File: config.mk
export PLATFORM = sky130hd
export DESIGN_NAME = exu_top
export DESIGN_NICKNAME = d
export VERILOG_FILES = /design/src/rtl/exu_pkg.sv /design/src/rtl/exu_decode.sv /design/src/rtl/exu_dispatch.sv /design/src/rtl/exu_regfile.sv /design/src/rtl/exu_oitf.sv /design/src/rtl/exu_alu.sv /design/src/rtl/exu_wbck.sv /design/src/rtl/exu_top.sv
export SDC_FILE = /design/constraint.sdc
export NUM_CORES = 2
export LEC_CHECK = 0
export BUFFER_PORTS_ARGS = -buffer_cell sky130_fd_sc_hd__buf_2
export CAP_MARGIN = 20
export CORE_ASPECT_RATIO = 0.75
export CORE_UTILIZATION = 45
export DETAILED_ROUTE_END_ITERATION = 10
export PLACE_DENSITY = 0.68
export REMOVE_ABC_BUFFERS = 1
export SLEW_MARGIN = 25
export SYNTH_ARGS = -nofsm -noshare
export SYNTH_HDL_FRONTEND = slang
export SYNTH_SLANG_ARGS = --single-unit
File: constraint.sdc
create_clock -name clk -period 6.4 [get_ports clk]
set_clock_uncertainty 0.2 [all_clocks]
set_input_delay 0 -clock clk [delete_from_list [all_inputs] [get_ports clk]]
set_output_delay 0 -clock clk [all_outputs]
set_load 0.02 [all_outputs]
File: src/rtl/exu_pkg.sv
// shared widths, types and payload structs for the execution stage
// only the RV32I subset ADD, SUB, AND, OR, XOR, ADDI and LW is decoded
// widths are fixed for RV32; XLEN other than 32 is not supported
package exu_pkg;

  parameter int XLEN    = 32;
  parameter int RFIDX_W = 5;
  parameter int INSTR_W = 32;

  typedef logic [XLEN-1:0]    xlen_t;
  typedef logic [RFIDX_W-1:0] rfidx_t;
  typedef logic [INSTR_W-1:0] instr_t;

  // single-cycle ALU operations
  typedef enum logic [2:0] {
    ALU_ADD = 3'd0,
    ALU_SUB = 3'd1,
    ALU_AND = 3'd2,
    ALU_OR  = 3'd3,
    ALU_XOR = 3'd4
  } alu_op_e;

  // decoded instruction, enables already cleared for x0
  typedef struct packed {
    alu_op_e op;
    logic    is_load;
    logic    use_imm;
    logic    rs1en;
    logic    rs2en;
    logic    rdwen;
    rfidx_t  rs1idx;
    rfidx_t  rs2idx;
    rfidx_t  rdidx;
    xlen_t   imm;
  } dec_info_t;

  typedef struct packed {
    alu_op_e op;
    xlen_t   opa;
    xlen_t   opb;
    rfidx_t  rdidx;
    logic    rdwen;
  } alu_req_t;

  // one register-file write
  typedef struct packed {
    logic   ena;
    rfidx_t rdidx;
    xlen_t  wdat;
  } wbck_t;

endpackage

File: src/rtl/exu_decode.sv
// instruction decoder for the kept RV32I subset
// unknown encodings come out with rdwen and is_load low and retire as no-ops
// source and destination enables are dropped when the index is x0
`timescale 1ns/100ps

module exu_decode (
  input  exu_pkg::instr_t    i_instr,
  output exu_pkg::dec_info_t o_dec
);

  import exu_pkg::*;

  logic [6:0] opcode;
  logic [2:0] funct3;
  logic [6:0] funct7;
  logic       is_op;
  logic       is_addi;
  logic       is_lw;
  logic       f7_zero;
  logic       f7_alt;
  logic       r_known;
  logic       any_known;
  alu_op_e    op_sel;

  assign opcode  = i_instr[6:0];
  assign funct3  = i_instr[14:12];
  assign funct7  = i_instr[31:25];
  assign f7_zero = (funct7 == 7'b0000000);
  assign f7_alt  = (funct7 == 7'b0100000);

  assign is_op   = (opcode == 7'b0110011);
  assign is_addi = (opcode == 7'b0010011) & (funct3 == 3'b000);
  assign is_lw   = (opcode == 7'b0000011) & (funct3 == 3'b010);

  // register-register ops, funct7 picks ADD or SUB
  always_comb begin
    r_known = 1'b0;
    op_sel  = ALU_ADD;
    if (is_op) begin
      case (funct3)
        3'b000: begin
          r_known = f7_zero | f7_alt;
          op_sel  = f7_alt ? ALU_SUB : ALU_ADD;
        end
        3'b100: begin
          r_known = f7_zero;
          op_sel  = ALU_XOR;
        end
        3'b110: begin
          r_known = f7_zero;
          op_sel  = ALU_OR;
        end
        3'b111: begin
          r_known = f7_zero;
          op_sel  = ALU_AND;
        end
        default: begin
          r_known = 1'b0;
        end
      endcase
    end
  end

  assign any_known = r_known | is_addi | is_lw;

  // fields
  assign o_dec.op      = op_sel;
  assign o_dec.is_load = is_lw;
  assign o_dec.use_imm = is_addi | is_lw;
  assign o_dec.rs1idx  = i_instr[19:15];
  assign o_dec.rs2idx  = i_instr[24:20];
  assign o_dec.rdidx   = i_instr[11:7];
  assign o_dec.imm     = {{(XLEN-12){i_instr[31]}}, i_instr[31:20]};

  // x0 never hazards and is never written
  assign o_dec.rs1en = any_known & (i_instr[19:15] != '0);
  assign o_dec.rs2en = r_known & (i_instr[24:20] != '0);
  assign o_dec.rdwen = any_known & (i_instr[11:7] != '0);

endmodule

File: src/rtl/exu_dispatch.sv
// dispatch for the execution stage, purely combinational
// ALU instructions retire in the accept cycle; loads leave on the AGU port
// any OITF match stalls the input, so loaded values are never bypassed
`timescale 1ns/100ps

module exu_dispatch (
  input  logic                i_instr_valid,
  output logic                o_instr_ready,
  input  exu_pkg::dec_info_t  i_dec,
  input  exu_pkg::xlen_t      i_rs1,
  input  exu_pkg::xlen_t      i_rs2,
  input  logic                i_hazard,
  input  logic                i_oitf_full,
  input  logic                i_alu_grant,
  output exu_pkg::alu_req_t   o_alu_req,
  output logic                o_alu_valid,
  output logic                o_agu_valid,
  input  logic                i_agu_ready,
  output exu_pkg::xlen_t      o_agu_addr,
  output logic                o_oitf_dis
);

  import exu_pkg::*;

  xlen_t opb;
  logic  ld_go;
  logic  alu_go;

  // second operand from rs2 or the I-immediate
  assign opb = i_dec.use_imm ? i_dec.imm : i_rs2;

  // load address, rs1 plus offset
  assign o_agu_addr = i_rs1 + i_dec.imm;

  //////////////////////////////////////////////////////////////////////////
  // routing and handshake

  // load needs a free OITF slot, ALU needs the write-back port
  assign ld_go  = i_dec.is_load & ~i_hazard & ~i_oitf_full;
  assign alu_go = ~i_dec.is_load & ~i_hazard & i_alu_grant;

  assign o_agu_valid = i_instr_valid & ld_go;
  assign o_alu_valid = i_instr_valid & alu_go;

  // push to OITF only when the load command is taken
  assign o_oitf_dis = o_agu_valid & i_agu_ready;

  assign o_instr_ready = i_dec.is_load ? (ld_go & i_agu_ready) : alu_go;

  // ALU request
  assign o_alu_req.op    = i_dec.op;
  assign o_alu_req.opa   = i_rs1;
  assign o_alu_req.opb   = opb;
  assign o_alu_req.rdidx = i_dec.rdidx;
  assign o_alu_req.rdwen = i_dec.rdwen;

endmodule

File: src/rtl/exu_regfile.sv
// 32 x 32-bit integer register file, one write port, two async read ports
// x0 has no storage and always reads zero
// a write and a read of the same index in one cycle returns the old value
`timescale 1ns/100ps

module exu_regfile (
  input  logic            clk,
  input  logic            i_arst_n,
  input  exu_pkg::rfidx_t i_rs1idx,
  input  exu_pkg::rfidx_t i_rs2idx,
  output exu_pkg::xlen_t  o_rs1,
  output exu_pkg::xlen_t  o_rs2,
  input  exu_pkg::wbck_t  i_wbck
);

  import exu_pkg::*;

  xlen_t rf_q [1:31];

  always_ff @(posedge clk or negedge i_arst_n) begin
    if (!i_arst_n) begin
      for (int i = 1; i < 32; i++) begin
        rf_q[i] <= '0;
      end
    end else if (i_wbck.ena && (i_wbck.rdidx != '0)) begin
      rf_q[i_wbck.rdidx] <= i_wbck.wdat;
    end
  end

  // read ports
  assign o_rs1 = (i_rs1idx == '0) ? '0 : rf_q[i_rs1idx];
  assign o_rs2 = (i_rs2idx == '0) ? '0 : rf_q[i_rs2idx];

endmodule

File: src/rtl/exu_oitf.sv
// outstanding-instruction FIFO for loads in flight
// holds only the destination index; loads must return in push order
// OITF_DEPTH must be a power of two from 2 to 8
// the caller must not push when full nor pop when empty
`timescale 1ns/100ps

module exu_oitf #(
  parameter int OITF_DEPTH = 2
) (
  input  logic               clk,
  input  logic               i_arst_n,
  input  logic               i_dis_ena,
  input  exu_pkg::rfidx_t    i_dis_rdidx,
  input  logic               i_ret_ena,
  input  exu_pkg::dec_info_t i_chk,
  output exu_pkg::rfidx_t    o_ret_rdidx,
  output logic               o_hazard,
  output logic               o_full,
  output logic               o_empty
);

  import exu_pkg::*;

  localparam int PTR_W = $clog2(OITF_DEPTH);

  rfidx_t                rdidx_q [OITF_DEPTH];
  logic [OITF_DEPTH-1:0] vld_q;
  // top bit of each pointer is the wrap flag
  logic [PTR_W:0]        wr_ptr_q;
  logic [PTR_W:0]        rd_ptr_q;
  logic [PTR_W-1:0]      wr_idx;
  logic [PTR_W-1:0]      rd_idx;
  logic [OITF_DEPTH-1:0] match;

  assign wr_idx = wr_ptr_q[PTR_W-1:0];
  assign rd_idx = rd_ptr_q[PTR_W-1:0];

  //////////////////////////////////////////////////////////////////////////
  // pointers and entry valids

  always_ff @(posedge clk or negedge i_arst_n) begin
    if (!i_arst_n) begin
      wr_ptr_q <= '0;
      rd_ptr_q <= '0;
      vld_q    <= '0;
    end else begin
      if (i_dis_ena) begin
        wr_ptr_q      <= wr_ptr_q + 1'b1;
        vld_q[wr_idx] <= 1'b1;
      end
      if (i_ret_ena) begin
        rd_ptr_q      <= rd_ptr_q + 1'b1;
        vld_q[rd_idx] <= 1'b0;
      end
    end
  end

  // destination index storage
  always_ff @(posedge clk) begin
    if (i_dis_ena) begin
      rdidx_q[wr_idx] <= i_dis_rdidx;
    end
  end

  assign o_empty = (wr_ptr_q == rd_ptr_q);
  assign o_full  = (wr_idx == rd_idx) & (wr_ptr_q[PTR_W] != rd_ptr_q[PTR_W]);

  // head entry is the next load to return
  assign o_ret_rdidx = rdidx_q[rd_idx];

  //////////////////////////////////////////////////////////////////////////
  // RAW and WAW check against every live entry

  always_comb begin
    for (int i = 0; i < OITF_DEPTH; i++) begin
      match[i] = vld_q[i] & (
                   (i_chk.rs1en & (i_chk.rs1idx == rdidx_q[i])) |
                   (i_chk.rs2en & (i_chk.rs2idx == rdidx_q[i])) |
                   (i_chk.rdwen & (i_chk.rdidx  == rdidx_q[i])));
    end
  end

  assign o_hazard = |match;

endmodule

File: src/rtl/exu_alu.sv
// single-cycle integer ALU
// result is presented as a write-back in the same cycle as the request
// unknown op codes give zero, but the decoder never produces them
`timescale 1ns/100ps

module exu_alu (
  input  logic              i_valid,
  input  exu_pkg::alu_req_t i_req,
  output exu_pkg::wbck_t    o_wbck
);

  import exu_pkg::*;

  xlen_t res;

  always_comb begin
    case (i_req.op)
      ALU_ADD: begin
        res = i_req.opa + i_req.opb;
      end
      ALU_SUB: begin
        res = i_req.opa - i_req.opb;
      end
      ALU_AND: begin
        res = i_req.opa & i_req.opb;
      end
      ALU_OR: begin
        res = i_req.opa | i_req.opb;
      end
      ALU_XOR: begin
        res = i_req.opa ^ i_req.opb;
      end
      default: begin
        res = '0;
      end
    endcase
  end

  // no-ops arrive with rdwen low
  assign o_wbck.ena   = i_valid & i_req.rdwen;
  assign o_wbck.rdidx = i_req.rdidx;
  assign o_wbck.wdat  = res;

endmodule

File: src/rtl/exu_wbck.sv
// final write-back arbiter, load return over ALU result
// the load unit is never back-pressured; a return also retires the OITF head
// a load to x0 retires without a register write
`timescale 1ns/100ps

module exu_wbck (
  input  exu_pkg::wbck_t  i_alu_wbck,
  input  logic            i_lsu_valid,
  output logic            o_lsu_ready,
  input  exu_pkg::xlen_t  i_lsu_rdata,
  input  exu_pkg::rfidx_t i_ret_rdidx,
  output logic            o_alu_grant,
  output logic            o_ret_ena,
  output exu_pkg::wbck_t  o_wbck
);

  assign o_lsu_ready = 1'b1;
  assign o_ret_ena   = i_lsu_valid & o_lsu_ready;

  // ALU only gets the port when no load is returning
  assign o_alu_grant = ~i_lsu_valid;

  always_comb begin
    if (o_ret_ena) begin
      o_wbck.ena   = (i_ret_rdidx != '0);
      o_wbck.rdidx = i_ret_rdidx;
      o_wbck.wdat  = i_lsu_rdata;
    end else begin
      o_wbck = i_alu_wbck;
    end
  end

endmodule

File: src/rtl/exu_top.sv
// in-order execution stage for a small RV32I subset
// ALU results are written in the accept cycle, loads through the OITF
// load responses must come back in command order, no tag is carried
// OITF_DEPTH sets the loads in flight, power of two from 2 to 8
`timescale 1ns/100ps

module exu_top #(
  parameter int OITF_DEPTH = 2
) (
  input  logic            clk,
  input  logic            i_arst_n,
  // instruction in
  input  logic            i_instr_valid,
  output logic            o_instr_ready,
  input  exu_pkg::instr_t i_instr,
  // load command out
  output logic            o_agu_valid,
  input  logic            i_agu_ready,
  output exu_pkg::xlen_t  o_agu_addr,
  // load return in
  input  logic            i_lsu_valid,
  output logic            o_lsu_ready,
  input  exu_pkg::xlen_t  i_lsu_rdata,
  // write-back and status
  output exu_pkg::wbck_t  o_wbck,
  output logic            o_oitf_empty
);

  import exu_pkg::*;

  dec_info_t dec;
  xlen_t     rf_rs1;
  xlen_t     rf_rs2;
  alu_req_t  alu_req;
  logic      alu_valid;
  wbck_t     alu_wbck;
  logic      alu_grant;
  logic      oitf_hazard;
  logic      oitf_full;
  logic      oitf_dis;
  logic      oitf_ret;
  rfidx_t    ret_rdidx;

  //////////////////////////////////////////////////////////////////////////
  // input side

  exu_decode u_exu_decode (
    .i_instr (i_instr),
    .o_dec   (dec)
  );

  exu_dispatch u_exu_dispatch (
    .i_instr_valid (i_instr_valid),
    .o_instr_ready (o_instr_ready),
    .i_dec         (dec),
    .i_rs1         (rf_rs1),
    .i_rs2         (rf_rs2),
    .i_hazard      (oitf_hazard),
    .i_oitf_full   (oitf_full),
    .i_alu_grant   (alu_grant),
    .o_alu_req     (alu_req),
    .o_alu_valid   (alu_valid),
    .o_agu_valid   (o_agu_valid),
    .i_agu_ready   (i_agu_ready),
    .o_agu_addr    (o_agu_addr),
    .o_oitf_dis    (oitf_dis)
  );

  //////////////////////////////////////////////////////////////////////////
  // register file, ALU and OITF

  exu_regfile u_exu_regfile (
    .clk      (clk),
    .i_arst_n (i_arst_n),
    .i_rs1idx (dec.rs1idx),
    .i_rs2idx (dec.rs2idx),
    .o_rs1    (rf_rs1),
    .o_rs2    (rf_rs2),
    .i_wbck   (o_wbck)
  );

  exu_alu u_exu_alu (
    .i_valid (alu_valid),
    .i_req   (alu_req),
    .o_wbck  (alu_wbck)
  );

  exu_oitf #(
    .OITF_DEPTH (OITF_DEPTH)
  ) u_exu_oitf (
    .clk         (clk),
    .i_arst_n    (i_arst_n),
    .i_dis_ena   (oitf_dis),
    .i_dis_rdidx (dec.rdidx),
    .i_ret_ena   (oitf_ret),
    .i_chk       (dec),
    .o_ret_rdidx (ret_rdidx),
    .o_hazard    (oitf_hazard),
    .o_full      (oitf_full),
    .o_empty     (o_oitf_empty)
  );

  // output side
  exu_wbck u_exu_wbck (
    .i_alu_wbck  (alu_wbck),
    .i_lsu_valid (i_lsu_valid),
    .o_lsu_ready (o_lsu_ready),
    .i_lsu_rdata (i_lsu_rdata),
    .i_ret_rdidx (ret_rdidx),
    .o_alu_grant (alu_grant),
    .o_ret_ena   (oitf_ret),
    .o_wbck      (o_wbck)
  );

endmodule

==> results.tsv <==
stage	metric	value	unit
outcome	status	finished with violations	
outcome	violations	negative setup slack	
synth	ys_warn_count	0	
synth	synth_top_family_by_area	multiplexers	
drt	antenna_left	0	
drt	drt_pass1_iterations	7	
placed_design	hpwl	143	mm
floorplanning	die_area	133000	sq um
run	maxCapViolCount	0	
floorplanning	die_w	420	um
timing	fmax	0.153	GHz
timing	slew_viol_final	0	
synth	synth_fa_ha_area_share	2.76	%
timing	setup_viol	2	
finish	final_cells	7321	
synth	netlist.area_leader.share	42.3	%
finish	fin_nets	5703	
synth	synth-simple-area-share	8.34	%
grt	grt-ovfl-total	0	
clocking	ctsLongestPathBuffers	3	
synth	postSynthAreaPerCell	11.2	sq um
timing	rsz0062_at_grt	yes	
drt	post_drt_wl_per_cell	29.5	um
timing	fin_setup_tns	-219	ps
drt	viasPerCell	6.47	
synth	ys_ff_latch	1008	
critical_path	start_kind	flip-flop	
pwr	peakVddDrop	0.000282	V
placed_design	globalplace.congestion	1.00	
synth	synth_edf_count	10	
floorplanning	die_height	316	um
placed_design	place_inst	7063	
finish	drive_gt1_share	30.3	%
clocking	root_buffer	clkbuf_16	
timing	whs	119	ps
drt	drc	0	
clocking	cts_tree	yes	
synth	netlist_area	59000	sq um
drt	drtIter0Drc	6235	
floorplanning	ios	143	
finish	area_growth	16.1	%
grt	grt_start_max_net_pins	166	
drt	vias	47368	
timing	worst_slew_pin_slew	1080	ps
synth	syn_inst	5261	
clocking	cts.htree.levels	3	
placed_design	io_buffers	141	
synth	synth_area_leaders	dfrtp_1 (42%), mux4_2 (18%), o21ai_0 (6.4%), mux2_2 (5.7%), nand2_1 (5.1%)	
timing	slew_headroom	27.8	%
drt	wirelength	216	mm
grt	first_global_vias	46398	
synth	ys_types	99	
floorplanning	rows	114	
floorplanning	initial_utilization	45.6	%
pwr	cellPowerDensity	457	nW/um^2
timing	hold_violations	0	
finish	final_util	52.9	%
synth	async_reset_ff_share	99.0	%
critical_path	critPathMaxFanout	4	
placed_design	dpl_cell_area	63800	sq um
critical_path	crit_type	flip-flop to output pin	
critical_path	arrival	6320	ps
clocking	path_clk_slew	70	ps
floorplanning	core_area	129000	sq um
clocking	clkLatencyLatePin	730	ps
timing	period_needed	6520	ps
synth	yosys.area_share.xor_xnor	1.77	%
critical_path	crit_required	6200	ps
critical_path	rrSetupSlack	150	ps
finish	fillers	11117	
synth	synth_mux_area_share	27.2	%
grt	grt_use_total	32.7	%
critical_path	end_kind	output pin	
grt	antenna_found_initial	3	
synth	synth_compound_area_share	12.6	%
timing	setup_ws	-120	ps
pwr	p_leak	30.5	nW
synth	ys.flop_type	dfrtp_1	
finish	final_cell_area	68400	sq um
min_path	min_path_type	input pin to flip-flop	
grt	grt_pass1_wl	317	mm
clocking	clkSinkCount	1008	
clocking	cts_buffers	97	
synth	ys_seq_area_share	42.9	%
timing	fin_crit_sh	102	%
synth	yosysTopAreaCell	dfrtp_1	
## layout make-up
type	instances	area, sq um	share of cell area [%]
Multi-Input combinational cell	3630	31900	46.5
Sequential cell	1008	25300	36.9
Timing Repair Buffer	642	5390	7.88
Clock buffer	139	2870	4.19
Tap cell	1740	2180	3.18
Inverter	126	473	0.691
Clock inverter	35	403	0.589
Antenna cell	1	2.50	0.00366
## registers in the layout, summed over array words and instances (netlist names)
register	count
u_exu_oitf.vld_q	2
u_exu_oitf.rd_ptr_q	2
u_exu_regfile.rf_q	992
u_exu_oitf.wr_ptr_q	2
u_exu_oitf.rdidx_q	10
## power by group
group / internal, mW / leakage, nW / total, mW / switching (mW)
clock network: 3.43 / 1.63 / 6.08 / 2.65
logic: 6.58 / 15.8 / 14.0 / 7.41
registers: 9.05 / 13.1 / 11.2 / 2.14
## stage by stage
stage	setup WS, ps	power [mW]
2_1_floorplan	-1070	18.7
3_3_place_gp	-95.9	23.8
3_5_place_dp	-86.4	24.3
4_1_cts	-151	30.7
5_1_grt	-278	32.9
6_report	-120	31.3
## placed cells by master, fill, tap and decap left out, types with 41 or more instances in the layout
master / count
dfrtp_1: 998
nand2_1: 807
o21ai_0: 736
mux4_2: 478
buf_4: 406
mux2_2: 300
mux2i_1: 137
ha_1: 125
nor2_1: 119
buf_2: 119
inv_1: 112
clkbuf_16: 102
a21oi_1: 96
xnor2_1: 77
o21ai_1: 66
dlygate4sd3_1: 47
buf_12: 45
a21o_1: 41
## cell families after synthesis
kind of cell / after synthesis
AOI/OAI and AO/OA: 1259
muxes: 966
xor gates and xnor gates: 119
buffers and inverters: 623
and+or+nand+nor: 1156
other: 1
adders and majority gates: 129
DFF: 1008
## cells in the mapped netlist (5+ instances only)
cell type and instances:
a211oi_1 24, a21o_1 41, a21oi_1 109, a221o_1 23, a221oi_1 42, a22o_1 39, a22oi_1 41, a31oi_1 27
and2_1 14, and3_1 12, and4_1 5, buf_1 49, buf_2 49, buf_4 11, buf_6 19, clkbuf_1 365
dfrtp_1 998, edfxtp_1 10, ha_1 127, inv_1 122, mux2_1 33, mux2_2 301, mux2i_1 154, mux4_2 478
nand2_1 808, nand2b_1 16, nand3_1 38, nand4_1 19, nor2_1 124, nor2b_1 39, nor3_1 30, nor4_1 7
o211a_1 5, o211ai_1 18, o21a_1 11, o21ai_0 759, o21ai_1 55, o31ai_1 10, or2_2 5, or3_1 7
xnor2_1 80, xor2_1 39
## worst max-delay path, stage by stage (launching register included)
cell,delay [ps]
dfrtp_1,410
mux4_2,460
mux2_4,290
a32oi_2,170
a41o_1,270
buf_12,140
nand4b_1,120
or4b_4,530
nor2_4,200
nand3b_4,130
buf_4,160
inv_1,60
a31oi_1,120
xnor2_1,300
ha_1,300
a21o_1,160
a21o_1,190
a21o_1,220
nand2_1,80
a211oi_1,70
a41oi_1,250
o211ai_1,150
o211a_1,180
a311oi_4,300
buf_4,170
buf_8,130
## final timing paths
check | from | end | depth (start not counted)
worst max register to register | u_exu_regfile.rf_q[486]$_DFFE_PN0P_ | u_exu_regfile.rf_q[221]$_DFFE_PN0P_ | 24
worst max-delay path | u_exu_regfile.rf_q[486]$_DFFE_PN0P_ | o_wbck[31] | 25
min in group asynchronous | i_arst_n | u_exu_oitf.rd_ptr_q[1]$_DFFE_PN0P_ | 4
max in group asynchronous | i_arst_n | u_exu_regfile.rf_q[657]$_DFFE_PN0P_ | 4
worst min-delay path | i_lsu_rdata[25] | u_exu_regfile.rf_q[761]$_DFFE_PN0P_ | 5
worst min register to register | u_exu_oitf.wr_ptr_q[1]$_DFFE_PN0P_ | u_exu_oitf.wr_ptr_q[1]$_DFFE_PN0P_ | 1
## per-layer routing
metal | GRT usage, % | up-vias | wire length [um]
met5 | 0 | - | 23
met4 | 15.9 | 4 | 11900
met3 | 10.4 | 581 | 27500
met2 | 46.7 | 2916 | 91800
met1 | 45.1 | 24083 | 84800
li1 | - | 19784 | -
## what timing repair did
item,4_1_cts,5_1_grt
pin swaps,27,33
hold buffers,48,0
hold endpoints to repair,1838,0
gates cloned,2,1
gates resized for setup,56,84
setup buffers,15,22
setup endpoints to repair,15,58
(Power assumes the default switching activity.)
